### config.mk
export PLATFORM = sky130hd
export DESIGN_NAME = issue_ctrl
export DESIGN_NICKNAME = d
export VERILOG_FILES = /design/src/hw/smem_queue_pkg.sv /design/src/hw/issue_ctrl.sv
export SDC_FILE = /design/constraint.sdc
export NUM_CORES = 1
export LEC_CHECK = 0
export BUFFER_PORTS_ARGS = -buffer_cell sky130_fd_sc_hd__buf_2
export CAP_MARGIN = 5
export CORE_AREA = 4 4 181 183
export CTS_CLUSTER_SIZE = 16
export DETAILED_ROUTE_END_ITERATION = 6
export DIE_AREA = 0 0 185 187
export PLACE_DENSITY = 0.66
export SLEW_MARGIN = 0
export SYNTH_ARGS = -nofsm -noshare
export SYNTH_HDL_FRONTEND = slang
export SYNTH_SLANG_ARGS = --single-unit
### constraint.sdc
create_clock -name Clk_32UI -period 10.3 [get_ports Clk_32UI]
set_input_delay 1.545 -clock Clk_32UI [delete_from_list [all_inputs] [get_ports Clk_32UI]]
set_output_delay 1.545 -clock Clk_32UI [all_outputs]
set_load 0.05 [all_outputs]
### src/hw/smem_queue_pkg.sv
//======================================================================
// shared sizes, status codes and payload structs for the forward queue
// intervals are kept at stored width (33-bit bounds, 7+7-bit info)
// status codes follow the forward pipeline encoding, bubble = 6'b110000
//======================================================================
package smem_queue_pkg;

	//======================================================================
	// sizes
	//======================================================================
	localparam int MAX_READ    = 64;   // reads in flight
	localparam int READ_NUM_W  = 6;
	localparam int POS_W       = 7;    // query position / loop index
	localparam int QUERY_W     = 8;    // one query base
	localparam int IK_W        = 33;
	localparam int INFO_W      = 7;
	localparam int QUEUE_DEPTH = 2 * MAX_READ;
	localparam int QUEUE_PTR_W = $clog2(QUEUE_DEPTH);
	localparam int QUERY_LAT   = 3;    // read RAM latency

	typedef logic [5:0] status_t;

	localparam status_t ST_F_INIT  = 6'd0;
	localparam status_t ST_F_RUN   = 6'd1;  // waits for occ counts
	localparam status_t ST_F_BREAK = 6'd2;  // goes out without memory
	localparam status_t ST_BUBBLE  = 6'b110000;

	//======================================================================
	// payload types
	//======================================================================
	typedef struct packed {
		logic [IK_W-1:0]   x0;
		logic [IK_W-1:0]   x1;
		logic [IK_W-1:0]   x2;
		logic [INFO_W-1:0] info_hi;
		logic [INFO_W-1:0] info_lo;
	} bi_interval_t;

	typedef struct packed {
		status_t               status;
		logic [POS_W-1:0]      ptr_curr;
		logic [READ_NUM_W-1:0] read_num;
		bi_interval_t          ik;
		logic [POS_W-1:0]      forward_i;
		logic [POS_W-1:0]      min_intv;
		logic [POS_W-1:0]      backward_x;
	} fwd_item_t;

	typedef struct packed {
		fwd_item_t          item;
		logic [QUERY_W-1:0] query;  // next base of the read
	} queue_entry_t;

	typedef struct packed {
		logic [POS_W-1:0]      position;
		logic [READ_NUM_W-1:0] read_num;
		status_t               status;
	} query_req_t;

	typedef struct packed {
		logic [READ_NUM_W-1:0] read_num;
		bi_interval_t          ik;
		logic [POS_W-1:0]      forward_i;
		logic [POS_W-1:0]      min_intv;
	} new_read_t;

	// one DRAM occurrence response, 768 bits
	typedef struct packed {
		logic [3:0][31:0] cnt_a;
		logic [3:0][63:0] cnt_b;
		logic [3:0][31:0] cntl_a;
		logic [3:0][63:0] cntl_b;
	} occ_entry_t;

endpackage

### src/hw/issue_ctrl.sv
//======================================================================
// issue controller for the forward pipeline, one item every other cycle
// priority: break head, head with memory, fresh read, else a bubble
// new_read is combinational and the loader consumes on that edge
// fwd_out trails the pop decision by two unstalled edges
//======================================================================
`timescale 1ns/1ps

module issue_ctrl
	import smem_queue_pkg::*;
(
	input  logic         Clk_32UI,
	input  logic         reset_n,
	input  logic         stall,
	input  queue_entry_t head,
	input  logic         queue_empty,
	input  logic         occ_valid,
	input  logic         new_read_valid,
	input  new_read_t    new_read_in,
	output logic         queue_pop,
	output logic         occ_pop,
	output logic         new_read,
	output queue_entry_t fwd_out
);

	logic         last_issue;  // set = just issued, next slot is a bubble
	logic         head_break;
	logic         take_break;
	logic         take_mem;
	queue_entry_t issue_q;
	queue_entry_t fresh;

	//======================================================================
	// issue decision
	//======================================================================
	assign head_break = !queue_empty && (head.item.status == ST_F_BREAK);
	assign take_break = !stall && !last_issue && head_break;
	assign take_mem   = !stall && !last_issue && !queue_empty && !head_break && occ_valid;

	// memory FIFO must be empty, and a break head goes first
	assign new_read = new_read_valid && !occ_valid && !stall && !last_issue && !head_break;

	assign queue_pop = take_break || take_mem;
	assign occ_pop   = take_mem;

	// first round of a new read needs no query base
	always_comb begin
		fresh.item.status     = ST_F_INIT;
		fresh.item.ptr_curr   = '0;
		fresh.item.read_num   = new_read_in.read_num;
		fresh.item.ik         = new_read_in.ik;
		fresh.item.forward_i  = new_read_in.forward_i + 1'b1;
		fresh.item.backward_x = new_read_in.forward_i;
		fresh.item.min_intv   = new_read_in.min_intv;
		fresh.query           = '0;
	end

	//======================================================================
	// issue register and state
	//======================================================================
	always_ff @(posedge Clk_32UI) begin
		if (!reset_n) begin
			last_issue            <= 1'b0;
			issue_q.item.status   <= ST_BUBBLE;
		end else if (!stall) begin
			if (last_issue) begin
				issue_q.item.status <= ST_BUBBLE;
				last_issue          <= 1'b0;
			end else if (queue_pop) begin
				issue_q    <= head;  // break or head with memory
				last_issue <= 1'b1;
			end else if (new_read) begin
				issue_q    <= fresh;
				last_issue <= 1'b1;
			end else begin
				issue_q.item.status <= ST_BUBBLE;  // nothing to send, stay ready
			end
		end
	end

	// output register, held through stall
	always_ff @(posedge Clk_32UI) begin
		if (!reset_n) begin
			fwd_out.item.status <= ST_BUBBLE;
		end else if (!stall) begin
			fwd_out <= issue_q;
		end
	end

endmodule

# After elaboration in Yosys (flattened, before gate mapping)
# Index checks and enable logic that the tools add are counted.
# classes
muxes	7
add_sub_neg	1
n_reduce_logical	19
bitwise_logic	2
eq_ne	1
# op_table
op	n
$mux 161	1
$mux 155	1
$mux 6	2
$logic_and 1x1->1	10
$add 7x1->7 const B	1
$eq 6x2->1 const B	1
$logic_not 1->1	5
$reduce_and 4->1	1
$mux 1	3
$not 1->1	2
$reduce_and 2->1	1
$reduce_bool 2->1	1
$logic_or 1x1->1	1
# word_totals
out_inout_bits	164
ff_bits	323
word_cells	55

# Depth between registers and ports, before layout
# logic_depth
ltp_word	8
depth_mapped	7
depth_no_buf	5

# Least setup slack after synthesis
# No wires, ideal clock.
# synth_timing
path_type	input port to flip-flop
start	input stall
end	register issue_q[0] (netlist bit) (enable)
slack_ns	-0.089
path_stages	4
arrival_ns	9.661
cell_sequence	clkbuf_1 -> nor2_1 -> nand2_1 -> a21oi_1
# synth_via
elab_chain_len	8
elab_cells_between_ends	13
classes_between	bitwise (1); reduce/logical (12)
# synth_lines
item	line_no	text
from (decl)	issue_ctrl.sv:14	input logic stall,
$logic_not 1->1	--	
$logic_and 1x1->1	issue_ctrl.sv:37, issue_ctrl.sv:38	
$logic_and 1x1->1 (3 in series)	issue_ctrl.sv:38	assign take_mem = !stall && !last_issue && !queue_empty && !head_break && occ_valid;
$logic_or 1x1->1	issue_ctrl.sv:43	assign queue_pop = take_break || take_mem;
$reduce_bool 2->1 (no source line)	--	
$reduce_and 4->1 (no source line) (*)	--	
to (signal assigned)	issue_ctrl.sv:73	issue_q <= fresh;
to (decl)	issue_ctrl.sv:30	queue_entry_t issue_q;
# Every way passes the cells marked *; elsewhere a longest branch is shown, timed or not.
# A chain may end at the register's enable or synchronous reset.

# Worst setup path after layout
# layout_timing
start	input head[159] (netlist bit)
end	output queue_pop
# layout_via
elab_chain_len	6
elab_cells_between_ends	7
classes_between	eq/ne (1); reduce/logical (6)
# layout_lines
item	line_no	text
from (decl)	issue_ctrl.sv:15	input queue_entry_t head,
$eq 6x2->1 (*)	issue_ctrl.sv:36	assign head_break = !queue_empty && (head.item.status == ST_F_BREAK);
$logic_and 1x1->1 (*)	issue_ctrl.sv:36	
$logic_not 1->1	issue_ctrl.sv:38	
$logic_and 1x1->1 (2 in series)	issue_ctrl.sv:38	
$logic_or 1x1->1 (*)	issue_ctrl.sv:43	
to (decl)	issue_ctrl.sv:20	output logic queue_pop,
# Marks and branches as above.

==> run metrics <==
final layout net count 1347; post-route minimum period 4.740 ns; number of global-route vias before repair 7070; aggregate routed wire length 27230 µm; Slew HR 0.3474; number of standard-cell rows in the floorplan 65; buffers plus inverters on the worst setup path 3; number of slew-limit violations in the final report 0; Die ar. 34600 µm²; adder and majority gate portion of the synthesized area 0.001044; synthesis-stage register bit count 323; cell area after synthesis 11990 µm²; CP dominant cell by count buf_2; final routed wire length divided by cell count 18.43 µm; number of endpoints with negative hold slack in the final report 0; worst setup timing slack at the placement stage 5.516 ns; most common cell after layout, fill and taps aside buf_2; worst r2r src last_issue; post-route setup slack 5.560 ns; Warnings, synthesis 0; Yosys cell types 29; initial core utilization 0.3839; number of gates resized after CTS 0; kind of capture point of the worst setup path output port; area delta synth->final 32.36%; launching element type of the critical path input pin; DRC viols 0; share of cell area taken by muxes after synthesis 0.1537; clock tree from TritonCTS built; critical path's top delay family buffers and inverters; setup TNS 0 ns; CTS Buffer Depth 3; vias after detailed routing 6669; floorplan die width 185 µm; Buffers on Ports 463; required arrival time at the worst endpoint 8.76 ns; root cell of the clock tree clkbuf_16; aggregate global routing overflow 0; CP max stage cell inv_2; class of the most critical setup path input pin to output port; reg2reg end issue_q[62]; share of the synthesized netlist area taken by xor and xnor gates 0.003653; I/O pin cnt 464; Post-CTS Setup Inserts 0; Cells after DPL 1410; combinational family with the most area after synthesis multiplexers; largest net degree at the start of global routing 159; number of vias per cell after detailed routing 4.515; clock latency on the worst-skew pair 0.51 ns; setup repair after global routing missed its margin no; antenna violations before repair 6; Worst Hold Class flop to flop; Final GP Congestion 0.7506; highest cell delay on the worst timing path 0.42 ns; Final Cycle Share 0.4602; ratio of cells with drive above 1 in the final layout 0.6147; worst endpoint data arrival time 3.20 ns; area inside the core boundary 31230 µm²; pin slew with the least headroom to its limit 0.9788 ns; Vert. Die Dim 187 µm; clock sink count 323; worst setup path start head[159]; maximum capacitance violations 0; CTS H-tree depth 2; share of synthesized area occupied by flip-flops and latches 0.7982; result of the run finished, final reports clean; WP depth 6; count of endpoints failing setup in the final report 0; startpoint of the lowest-slack hold path issue_q[74]; Peak VDD IR 0.1368 mV; Detailed Place HPWL 19900 µm; post-route worst hold slack 0.4134 ns; instance count of the mapped netlist 560; number of non-filler instances in the completed layout 1477; maximum operating frequency 0.2110 GHz; list of cells traversed by the critical path buf_2, nor4b_4, a21oi_2, nand2b_4, inv_2, buf_2; Reg clk slew, reported paths 0.06 ns; total track usage 0.1493; Total Power 2992 µW; area fraction in compound gates after synthesis 0.004801; number of buffers inserted by hold repair at cts 0; Register-to-Register Path Depth 4; net count of the mapped netlist 861; total power density per cell area 188.6 nW/µm²; maximum fanout count along the critical path 24; synthesized area per cell 21.41 µm²; global-route wire length before repair 39610 µm; R2R setup slack 7.95 ns; Critical Path Sink queue_pop; First DRT Iteration DRCs 283; LEAKAGE 0.006462 µW; top library cells by usage in the layout, fill and taps aside 463 x buf_2, 310 x edfxtp_1, 81 x mux2_2, 56 x mux2_4, 37 x clkbuf_16; final setup skew 0.01601 ns; CTS buffer count 36; Detailed Routing Iterations Pass 1 6; area share of and/or/nand/nor cells after synthesis 0.02515; ANT nets after route 0
## power by group
| part | internal [µW] | switching, µW | total (µW) | leakage (µW) |
|---|---|---|---|---|
| logic | 107 | 162 | 269 | 0.00295 |
| clock network | 733 | 485 | 1220 | 0.000543 |
| registers | 1490 | 11.3 | 1510 | 0.00296 |
| total | 2330 | 658 | 2990 | 0.00646 |
## cell usage after synthesis
library cell	n	area (µm²)
nor4b_4	1	23.77
edfxtp_1	310	9309
inv_1	3	11.26
buf_6	8	90.09
nand2b_4	1	13.76
o21ai_0	2	10.01
nor2_1	6	22.52
a21oi_2	1	8.760
a21boi_0	2	15.01
inv_2	1	3.750
xor2_1	1	8.760
nand3_1	4	20.02
and3_1	2	12.51
a31o_2	1	8.760
nand2_1	12	45.04
clkbuf_1	4	15.01
nand3b_1	2	15.01
and2_1	15	93.84
mux2_4	56	840.8
mux2_2	81	912.1
mux2i_1	9	90.09
nor3_1	1	5.000
a21oi_1	3	15.01
xnor2_1	4	35.03
nand2b_1	2	12.51
ha_1	1	12.51
nor2b_1	6	37.54
dfxtp_1	13	260.3
buf_2	8	40.04
## cell type report
| cell class | count | area [µm²] |
|---|---|---|
| clock inverters | 19 | 171.4 |
| repair buffers | 468 | 2367 |
| multi-input cells | 213 | 2277 |
| inverters | 4 | 15.01 |
| well taps | 402 | 503.0 |
| clock buffers | 45 | 955.9 |
| diodes | 3 | 7.507 |
| flip-flops and latches | 323 | 9569 |
| fillers | 2619 | 15360 |
## per-layer routing
metal,global-route usage,vias to the layer above,share of wire
li1,-,3161,-
met3,0.05018,59,0.092
met1,0.1658,3120,0.36
met2,0.2673,327,0.51
met5,0,-,0.00048
met4,0.04912,2,0.029
## registers in the layout (all words and copies together) (netlist names)
signal	count
issue_q	161
last_issue	1
fwd_out	161
## how the worst min path moves through the flow
stage,to,slack (ns),depth (start not counted)
2_1_floorplan,fwd_out[0],0.40,0
3_3_place_gp,fwd_out[31],0.40,0
3_5_place_dp,fwd_out[10],0.40,0
4_1_cts,fwd_out[24],0.42,0
5_1_grt,fwd_out[9],0.42,0
6_report,fwd_out[74],0.41,0
## through the flow
stage	area, µm²	util
2_1_floorplan	11990	-
3_3_place_gp	14730	0.4717
3_5_place_dp	14730	0.4717
4_1_cts	15860	0.5078
5_1_grt	15860	0.5079
6_report	15870	0.5081
## cells by family after synthesis
family          count (synthesis)
flops                         323
mux                           146
simple gates                   52
buf+inv                        24
compound gates                  9
xor+xnor                        5
fa+ha+maj                       1
Power figures use the tool's default switching activity.
