[src/hw/smem_queue_pkg.sv]
//======================================================================
// shared sizes, status codes and payload structs for the forward queue
// intervals are kept at stored width (33-bit bounds, 7+7-bit info)
// status codes follow the forward pipeline encoding, bubble = 6'b110000
//======================================================================
package smem_queue_pkg;

	//======================================================================
	// sizes
	//======================================================================
	localparam int MAX_READ    = 64;   // reads in flight
	localparam int READ_NUM_W  = 6;
	localparam int POS_W       = 7;    // query position / loop index
	localparam int QUERY_W     = 8;    // one query base
	localparam int IK_W        = 33;
	localparam int INFO_W      = 7;
	localparam int QUEUE_DEPTH = 2 * MAX_READ;
	localparam int QUEUE_PTR_W = $clog2(QUEUE_DEPTH);
	localparam int QUERY_LAT   = 3;    // read RAM latency

	typedef logic [5:0] status_t;

	localparam status_t ST_F_INIT  = 6'd0;
	localparam status_t ST_F_RUN   = 6'd1;  // waits for occ counts
	localparam status_t ST_F_BREAK = 6'd2;  // goes out without memory
	localparam status_t ST_BUBBLE  = 6'b110000;

	//======================================================================
	// payload types
	//======================================================================
	typedef struct packed {
		logic [IK_W-1:0]   x0;
		logic [IK_W-1:0]   x1;
		logic [IK_W-1:0]   x2;
		logic [INFO_W-1:0] info_hi;
		logic [INFO_W-1:0] info_lo;
	} bi_interval_t;

	typedef struct packed {
		status_t               status;
		logic [POS_W-1:0]      ptr_curr;
		logic [READ_NUM_W-1:0] read_num;
		bi_interval_t          ik;
		logic [POS_W-1:0]      forward_i;
		logic [POS_W-1:0]      min_intv;
		logic [POS_W-1:0]      backward_x;
	} fwd_item_t;

	typedef struct packed {
		fwd_item_t          item;
		logic [QUERY_W-1:0] query;  // next base of the read
	} queue_entry_t;

	typedef struct packed {
		logic [POS_W-1:0]      position;
		logic [READ_NUM_W-1:0] read_num;
		status_t               status;
	} query_req_t;

	typedef struct packed {
		logic [READ_NUM_W-1:0] read_num;
		bi_interval_t          ik;
		logic [POS_W-1:0]      forward_i;
		logic [POS_W-1:0]      min_intv;
	} new_read_t;

	// one DRAM occurrence response, 768 bits
	typedef struct packed {
		logic [3:0][31:0] cnt_a;
		logic [3:0][63:0] cnt_b;
		logic [3:0][31:0] cntl_a;
		logic [3:0][63:0] cntl_b;
	} occ_entry_t;

endpackage

[src/hw/query_align.sv]
//======================================================================
// delay line that waits out the read RAM latency for each item
// query_base must belong to the item leaving the last stage, i.e. it
// arrives QUERY_LAT unstalled edges after the item was captured
// stall holds every stage, so the RAM side has to hold its data as well
//======================================================================
`timescale 1ns/1ps

module query_align
	import smem_queue_pkg::*;
(
	input  logic               Clk_32UI,
	input  logic               reset_n,
	input  logic               stall,
	input  fwd_item_t          fwd_in,
	input  logic [QUERY_W-1:0] query_base,
	output queue_entry_t       entry_out
);

	fwd_item_t stage [QUERY_LAT];  // stage 0 captures fwd_in

	//======================================================================
	// latency stages, then join with the returned base
	//======================================================================
	always_ff @(posedge Clk_32UI) begin
		if (!reset_n) begin
			for (int i = 0; i < QUERY_LAT; i++) begin
				stage[i].status <= ST_BUBBLE;
			end
			entry_out.item.status <= ST_BUBBLE;
		end else if (!stall) begin
			stage[0] <= fwd_in;
			for (int i = 1; i < QUERY_LAT; i++) begin
				stage[i] <= stage[i-1];
			end
			entry_out.item  <= stage[QUERY_LAT-1];
			entry_out.query <= query_base;  // base for the item just leaving
		end
	end

endmodule

[config.mk]
export PLATFORM = sky130hd
export DESIGN_NAME = query_align
export DESIGN_NICKNAME = d
export VERILOG_FILES = /design/src/hw/smem_queue_pkg.sv /design/src/hw/query_align.sv
export SDC_FILE = /design/constraint.sdc
export NUM_CORES = 1
export LEC_CHECK = 0
export ABC_CLOCK_PERIOD_IN_PS = 9500
export BUFFER_PORTS_ARGS = -buffer_cell sky130_fd_sc_hd__buf_2
export CAP_MARGIN = 20
export CELL_PAD_IN_SITES_DETAIL_PLACEMENT = 0
export CELL_PAD_IN_SITES_GLOBAL_PLACEMENT = 2
export CORE_MARGIN = 2
export CORE_UTILIZATION = 42
export DETAILED_ROUTE_END_ITERATION = 12
export PLACE_DENSITY_LB_ADDON = 0.1
export SKIP_LAST_GASP = 1
export SLEW_MARGIN = 20
export SYNTH_ARGS = -nofsm -noshare
export SYNTH_HDL_FRONTEND = slang
export SYNTH_SLANG_ARGS = --single-unit
[constraint.sdc]
create_clock -name Clk_32UI -period 9.5 [get_ports Clk_32UI]
set_clock_uncertainty 0.1 [all_clocks]
set_input_delay 0.475 -clock Clk_32UI [delete_from_list [all_inputs] [get_ports Clk_32UI]]
set_output_delay 0.475 -clock Clk_32UI [all_outputs]
set_load 0.03 [all_outputs]
Word-level counts from Yosys, hierarchy flattened

Memories as Yosys holds them, arrays and structs flattened.
Cells that the tools add are included.

Register bits: 161
RAM bits: 459
Bits of input ports: 164
Output and inout bits: 161
Logic and storage cells: 25
Memories kept: 1

Memory list:

| memory | depth | bits a word | rd ports | clocked after memory_dff | write ports | RTL line          | source |
|---|---|---|---|---|---|---|---|
| stage  | 3     | 153         | 3        | 0                        | 3           | query_align.sv:20 | `fwd_item_t stage [QUERY_LAT];` |

Multiplexer cells: 7
Bitwise gates (word level): 4
Reductions and logical operators: 1

Operator list:

| operator         | number |
|---|---|
| $mux 6           | 3 |
| $mux 1           | 4 |
| $or 1x1->1       | 3 |
| $reduce_and 2->1 | 1 |
| $not 1->1        | 1 |

Longest topological paths before layout

Gate-level depths: netlist of the first run.

Depth after elaboration: 4
Mapped depth: 6
Mapped depth without buffers: 2

Worst setup path after synthesis of the first run

Ideal clock, no wire load.

Path type: input-to-reg
From: input port stall
To: memory stage[0][444] (netlist name), data pin
Setup time: 185 ps
Arrival: 8433 ps
Data required time: 9215 ps
Slack: 782 ps
Stages: 5
Path buffers: 3
Cells stage by stage: buf_4 > nor2b_1 > buf_4 > buf_2 > and2_1

RTL lines:

| item            | RTL line          | source |
|---|---|---|
| start, declared | query_align.sv:14 | `input logic stall,` |
| end, declared   | query_align.sv:20 |  |

Final worst setup path of the first run

From: input port reset_n
To: register entry_out[117] (netlist name), enable pin

Cells in the longest elaborated chain, start to end: 1

RTL lines:

| item                              | RTL line          | source |
|---|---|---|
| start, declared                   | query_align.sv:13 | `input logic reset_n,` |
| $reduce_and 2->1 (no source line) | n/a               |  |
| end, declared                     | query_align.sv:17 | `output queue_entry_t entry_out` |

Every way passes these cells.
A chain may end at the register's enable or synchronous reset.

==> impl_summary.log, run 1 <==
[metrics] outcome: complete, no violations
[metrics] layout-stage area growth over the synthesis result: 18.9%
[metrics] pin count of the biggest net entering global routing: 252
[metrics] remaining global-route overflow: 0
[metrics] maximum number of buffers from clock root to sink: 3
[metrics] routed wire length: 33,200 um
[metrics] transition time at the pin with the least slew margin: 1.18 ns
[metrics] average footprint of a synthesized cell: 19.3 um^2
[metrics] Max Freq: 0.293 GHz
[metrics] post-layout instance area: 26,300 um^2
[metrics] flop-to-flop setup slack: 8.63 ns
[metrics] number of warning messages in the yosys log: 0
[metrics] starting utilization of the core area: 0.422
[metrics] antenna violations before repair: 12
[metrics] fin nets: 1,664
[metrics] Cell Pwr Density: 224 nW/um^2
[metrics] fraction of power consumed by the clock network: 0.418
[metrics] normalized max-slew margin: 0.213
[metrics] minimum setup slack after placement: 6.11 ns
[metrics] Combinational Power Share: 0.043
[metrics] remaining antenna violation count after routing: 0
[metrics] Post-CTS Resized: 0
[metrics] Crit path buffers/inverters: 4
[metrics] cell count after synthesis: 1,145
[metrics] layout cells sized above 1: 0.268
[metrics] Arrival @ worst endpoint: 3.50 ns
[metrics] placed cell areas: 24,100 um^2
[metrics] post-synthesis net count: 1,309
[metrics] via count of the first global-routing pass: 8,491
[metrics] setup-violating endpoint count in the final report: 0
[metrics] Worst Setup Start Kind: primary input
[metrics] ranking of synthesized cells by instance count: 614 x edfxtp_1, 453 x and2_1, 40 x buf_6
[metrics] Crit. End Element: flop
[metrics] die boundary width: 233 um
[metrics] Port Buffer Count: 324
[metrics] number of synthesized flops with an enable pin: 614
[metrics] sw power: 1.18 mW
[metrics] delay of the slowest critical-path stage: 0.90 ns
[metrics] Sum Neg Setup Slack: 0 ns
[metrics] Max-Cap Viols: 0
[metrics] fraction of the yosys area taken by sequential cells: 0.840
[metrics] sw frac: 0.201
[metrics] number of fill cells in the layout: 4,455
[metrics] leak pwr: 9.52 nW
[metrics] root buffer selected by CTS: clkbuf_16
[metrics] I/O pin cnt: 325
[metrics] worst min-delay path class: in -> reg
[metrics] Max Fanout on Critical Path: 238
[metrics] critical path class: in -> reg
[metrics] Skew-Pair Late Insertion Delay: 0.58 ns
[metrics] critical path data required time: 9.59 ns
[metrics] predominant post-synthesis flop cell: edfxtp_1
[metrics] netlist area before placement: 22,100 um^2
[metrics] Die Footprint: 54,500 um^2
[metrics] most numerous cell in the Yosys netlist: edfxtp_1
[metrics] # DRC: 0
[metrics] placed cell count: 2,110
[metrics] cell type of the slowest stage on the worst timing path: buf_4
[metrics] final hold vios: 0
[metrics] setup ws final: 6.09 ns
[metrics] critical-path cell list: dlygate4sd3_1 > buf_2 > nor2b_4 > buf_12 > buf_4
[metrics] Final Critical Period: 3.41 ns
[metrics] clock tree from TritonCTS: done
[metrics] RD Place Congestion: 0.718
[metrics] Final Instance Count excl. Fillers: 2,236
[metrics] Pre-Repair DR Iteration Count: 4
[metrics] cell types occupying the most area after synthesis: edfxtp_1 83%, and2_1 13%, buf_6 2.0%, dfxtp_1 0.54%, buf_12 0.36%
[metrics] Post-synth ARST share: 0
[metrics] wire per inst: 14.9 um
[metrics] Yosys top cell area share: 0.834
[metrics] clock slew at reported path FFs: 0.06 ns
[metrics] peak ir drop on the vdd network: 0.000126 V
[metrics] detailed-placement wirelength estimate: 19,800 um
[metrics] cell type contributing the most total cell area after synthesis: edfxtp_1
[metrics] TritonCTS buffer count: 67
[metrics] number of library cell types mapped by synthesis: 12
[metrics] die span in y: 233 um
[metrics] core region area: 52,300 um^2
[metrics] clock sink count: 620
[metrics] count of vias placed by the detailed router: 9,501
[metrics] number of placement rows: 84
[metrics] detail-routed via count per cell: 4.25
[metrics] setup repair after global routing missed its margin: no
[metrics] DRC violation total after the first TritonRoute iteration: 732
[metrics] final core utilization: 0.502
[metrics] sequential share of power: 0.539
[metrics] family with the most delay on the worst path: buffers and inverters
[metrics] Final Max Slew Viols: 0
[metrics] design internal power: 4.70 mW
[metrics] Clock H-tree levels: 3
[metrics] fin crit share: 0.359
[metrics] wire length of the first global-routing pass: 48,400 um
[metrics] post-synthesis register bit count: 620
[metrics] all-layer global routing usage: 0.120
-- stage by stage --
step | total power, mW | hold slack (ns)
floorplan | 3.44 | 0.300
detailed placement | 3.48 | 0.305
CTS | 5.99 | 0.0197
finish | 5.88 | 0.0604
global placement | 3.47 | 0.301
global route | 6.13 | 0.0324
-- path summary, 6_finish.rpt --
kind / startpoint / cells after the start / end
worst max-delay path: reset_n / 5 / entry_out[117]
worst min-delay path: fwd_in[34] / 2 / stage[0][34]
worst max register to register: stage[0][32] / 1 / stage[0][185]
worst min register to register: stage[0][339] / 0 / entry_out[41]
-- layout by cell type (no fill, tap or decap) --
cell type / n
edfxtp_1: 614
and2_1: 453
buf_2: 324
clkbuf_16: 71
clkbuf_1: 22
clkinv_1: 9
dlygate4sd3_1: 9
mux2i_1: 6
nand2b_1: 6
dfxtp_1: 6
clkinv_2: 5
nor2b_1: 4
bufinv_16: 4
buf_12: 4
nand2_1: 3
diode_2: 2
clkinvlp_4: 2
nor2b_4: 1
inv_6: 1
clkinv_4: 1
buf_4: 1
-- what timing repair did --
item | in CTS | in global routing
hold buffers | 9 | 0
buffers inserted | 0 | 0
endpoints found under the hold margin | 10 | 0
-- per-layer routing --
layer  up-vias  global-route usage  share of wire
li1       4796                   -              -
met1      4379               0.152           0.42
met5         -                   0         0.0029
met4        14              0.0562          0.027
met3        82              0.0485          0.088
met2       230               0.179           0.46
-- cell families after synthesis --
logic type    synth area share
simple gates             0.132
mux                    0.00272
flops                    0.840
buf+inv                 0.0258
-- registers in the layout, summed over array words and instances (netlist names) --
register and cells:
stage 459, entry_out 161
-- layout make-up --
class	instances	area, um^2	share of cell area
well taps	688	861	0.0328
multi-input cells	473	2980	0.113
clock inverters	22	211	0.00805
clock buffers	93	1860	0.0708
flip-flops and latches	620	18600	0.706
repair buffers	338	1800	0.0685
diodes	2	5.00	0.000190
-- power by group through the flow --
stage	combinational (mW)	sequential [mW]	clock [mW]
after floorplan	0.121	3.32	0
after global placement	0.250	3.22	0
after detailed placement	0.254	3.23	0
after CTS	0.258	3.17	2.56
after global routing	0.279	3.18	2.67
final	0.252	3.17	2.46
Note: power is estimated with default switching activity, not from simulation.
==> run 2, diff against run 1 <==
--- a/config.mk
+++ b/config.mk
@@ -5,13 +5,13 @@
 export SDC_FILE = /design/constraint.sdc
 export NUM_CORES = 1
 export LEC_CHECK = 0
-export ABC_CLOCK_PERIOD_IN_PS = 9500
+export ABC_CLOCK_PERIOD_IN_PS = 2750
 export BUFFER_PORTS_ARGS = -buffer_cell sky130_fd_sc_hd__buf_2
 export CAP_MARGIN = 20
 export CELL_PAD_IN_SITES_DETAIL_PLACEMENT = 0
 export CELL_PAD_IN_SITES_GLOBAL_PLACEMENT = 2
 export CORE_MARGIN = 2
-export CORE_UTILIZATION = 42
+export CORE_UTILIZATION = 38
 export DETAILED_ROUTE_END_ITERATION = 12
 export PLACE_DENSITY_LB_ADDON = 0.1
 export SKIP_LAST_GASP = 1
==> constraint.sdc (replaced) <==
create_clock -name Clk_32UI -period 2.75 [get_ports Clk_32UI]
set_clock_uncertainty 0.1 [all_clocks]
set_input_delay 0.1375 -clock Clk_32UI [delete_from_list [all_inputs] [get_ports Clk_32UI]]
set_output_delay 0.1375 -clock Clk_32UI [all_outputs]
set_load 0.03 [all_outputs]
==> impl_summary.log, run 2 (same netlist as run 1, synthesis figures left out) <==
[metrics] outcome: complete, no violations
[metrics] root buffer selected by CTS: clkbuf_16
[metrics] Post CTS Setup Buffer Count: 0
[metrics] clock sink count: 620
[metrics] global-route layer with the greatest usage: met2
[metrics] Hold Crit Endpoint: entry_out[4]
[metrics] global-route track usage on met2: 0.190
[metrics] TritonCTS buffer count: 67
[metrics] critical path class: in -> reg
[metrics] remaining global-route overflow: 0
[metrics] setup repair after global routing missed its margin: no
[metrics] Cell Pwr Density: 718 nW/um^2
[metrics] fin crit share: 0.665
[metrics] transition time at the pin with the least slew margin: 0.751 ns
[metrics] Min-Delay Path Depth: 2
[metrics] M1 GR Usage: 0.141
[metrics] Final Max Slew Viols: 0
[metrics] all-layer global routing usage: 0.118
[metrics] peak ir drop on the vdd network: 0.000407 V
[metrics] Worst Setup Start Kind: primary input
[metrics] clock slew at reported path FFs: 0.06 ns
[metrics] fin nets: 1,855
[metrics] Final Critical Period: 1.83 ns
[metrics] post-layout instance area: 28,300 um^2
[metrics] Biggest register: stage
[metrics] most common cell after layout, fill and taps aside: edfxtp_1
[metrics] placed cell areas: 24,700 um^2
[metrics] capturing point of the worst reg2reg path: entry_out[159]
[metrics] Max Freq: 0.547 GHz
[metrics] die span in y: 245 um
[metrics] Clock H-tree levels: 3
[metrics] # DRC: 0
[metrics] core region area: 57,600 um^2
[metrics] pin count of the biggest net entering global routing: 57
[metrics] startpoint of the worst hold path: query_base[4]
[metrics] clock tree from TritonCTS: done
[metrics] count of vias placed by the detailed router: 10,282
[metrics] number of placement rows: 88
[metrics] final core utilization: 0.492
[metrics] wire per inst: 14.0 um
[metrics] Die Footprint: 60,100 um^2
[metrics] met3 Resource Use GR: 0.0462
[metrics] power consumption: 20.3 mW
[metrics] antenna violations before repair: 5
[metrics] worst min-delay path class: in -> reg
[metrics] Max-Cap Viols: 0
[metrics] detail-routed via count per cell: 4.10
[metrics] final hold vios: 0
[metrics] leak pwr: 10.4 nW
[metrics] design internal power: 16.1 mW
[metrics] number of hold buffers added after CTS: 164
[metrics] Crit. End Element: flop
[metrics] Skew-Pair Late Insertion Delay: 0.58 ns
[metrics] starting utilization of the core area: 0.384
[metrics] cell count of the worst reg-to-reg path: 3
[metrics] detailed-placement wirelength estimate: 22,100 um
[metrics] I/O pin cnt: 325
[metrics] remaining antenna violation count after routing: 0
[metrics] sw power: 4.19 mW
[metrics] max reg flops: 459
[metrics] critical path data required time: 2.91 ns
[metrics] Port Buffer Count: 324
[metrics] Reg2Reg Launch Point: stage[0][457]
[metrics] die boundary width: 245 um
[metrics] sequential share of power: 0.538
[metrics] Combinational Power Share: 0.056
[metrics] Final Hold Slack: 0.167 ns
[metrics] maximum number of buffers from clock root to sink: 3
[metrics] Post-CTS Resized: 0
[metrics] commonest cells after routing, fill and taps aside: 614 x edfxtp_1, 453 x and2_1, 324 x buf_2
[metrics] Pre-Repair DR Iteration Count: 4
[metrics] normalized max-slew margin: 0.498
[metrics] sw frac: 0.206
[metrics] flop-to-flop setup slack: 1.46 ns
[metrics] wire length of the first global-routing pass: 54,100 um
[metrics] layout-stage area growth over the synthesis result: 28.1%
[metrics] DRC violation total after the first TritonRoute iteration: 535
[metrics] routed wire length: 35,100 um
[metrics] setup-violating endpoint count in the final report: 0
[metrics] fraction of power consumed by the clock network: 0.406
[metrics] via count of the first global-routing pass: 10,097
[metrics] Max Fanout on Critical Path: 49
[metrics] number of fill cells in the layout: 4,940
[metrics] Sum Neg Setup Slack: 0 ns
[metrics] layout cells sized above 1: 0.259
[metrics] Arrival @ worst endpoint: 1.99 ns
[metrics] RD Place Congestion: 0.722
[metrics] registers with the most flip-flops: stage (459), entry_out (161)
==> run 2: through the flow <==
step / instances / worst slack (ns)
2_1_floorplan: 1145 / 0.105
4_1_cts: 2503 / 0.933
3_5_place_dp: 2223 / 0.845
3_3_place_gp: 2223 / 0.886
5_1_grt: 2504 / 0.802
6_report: 2505 / 0.920
==> run 2: power by group through the flow <==
stage          sequential [mW]  clock [mW]  combinational [mW]
3_5_place_dp              11.1           0               0.965
4_1_cts                   10.9        8.62                1.16
2_1_floorplan             11.4           0               0.421
3_3_place_gp              11.1           0               0.947
6_report                  10.9        8.26                1.14
5_1_grt                   11.0        8.98                1.25
==> run 2: how the worst max path moves through the flow <==
stage / slack, ns / start / cells past startpoint / to
3_3_place_gp: 0.89 / stall / 4 / stage[0][35]
4_1_cts: 0.93 / stall / 5 / stage[0][67]
6_report: 0.92 / stall / 5 / stage[0][215]
5_1_grt: 0.80 / stall / 6 / stage[0][41]
2_1_floorplan: 0.11 / stall / 4 / entry_out[0]
3_5_place_dp: 0.85 / stall / 4 / stage[0][36]
==> run 2: cell type report <==
| class | count | area (um^2) | share of cell area |
|---|---|---|---|
| flip-flops and latches | 620 | 18600 | 0.655 |
| repair buffers | 529 | 3810 | 0.134 |
| multi-input cells | 473 | 2980 | 0.105 |
| clock buffers | 85 | 1790 | 0.0631 |
| well taps | 765 | 957 | 0.0338 |
| clock inverters | 31 | 223 | 0.00786 |
| diodes | 2 | 5.00 | 0.000177 |
==> run 2: routing by layer <==
layer	vias to the layer above	part of all wire
met3	90	0.072
li1	5171	-
met1	4785	0.41
met5	-	0.0015
met2	228	0.48
met4	8	0.031
==> run 2: critical path: stages <==
cell and delay (ns):
dlygate4sd3_1 0.53, buf_2 0.20, nor2b_4 0.42, buf_12 0.35
buf_4 0.30
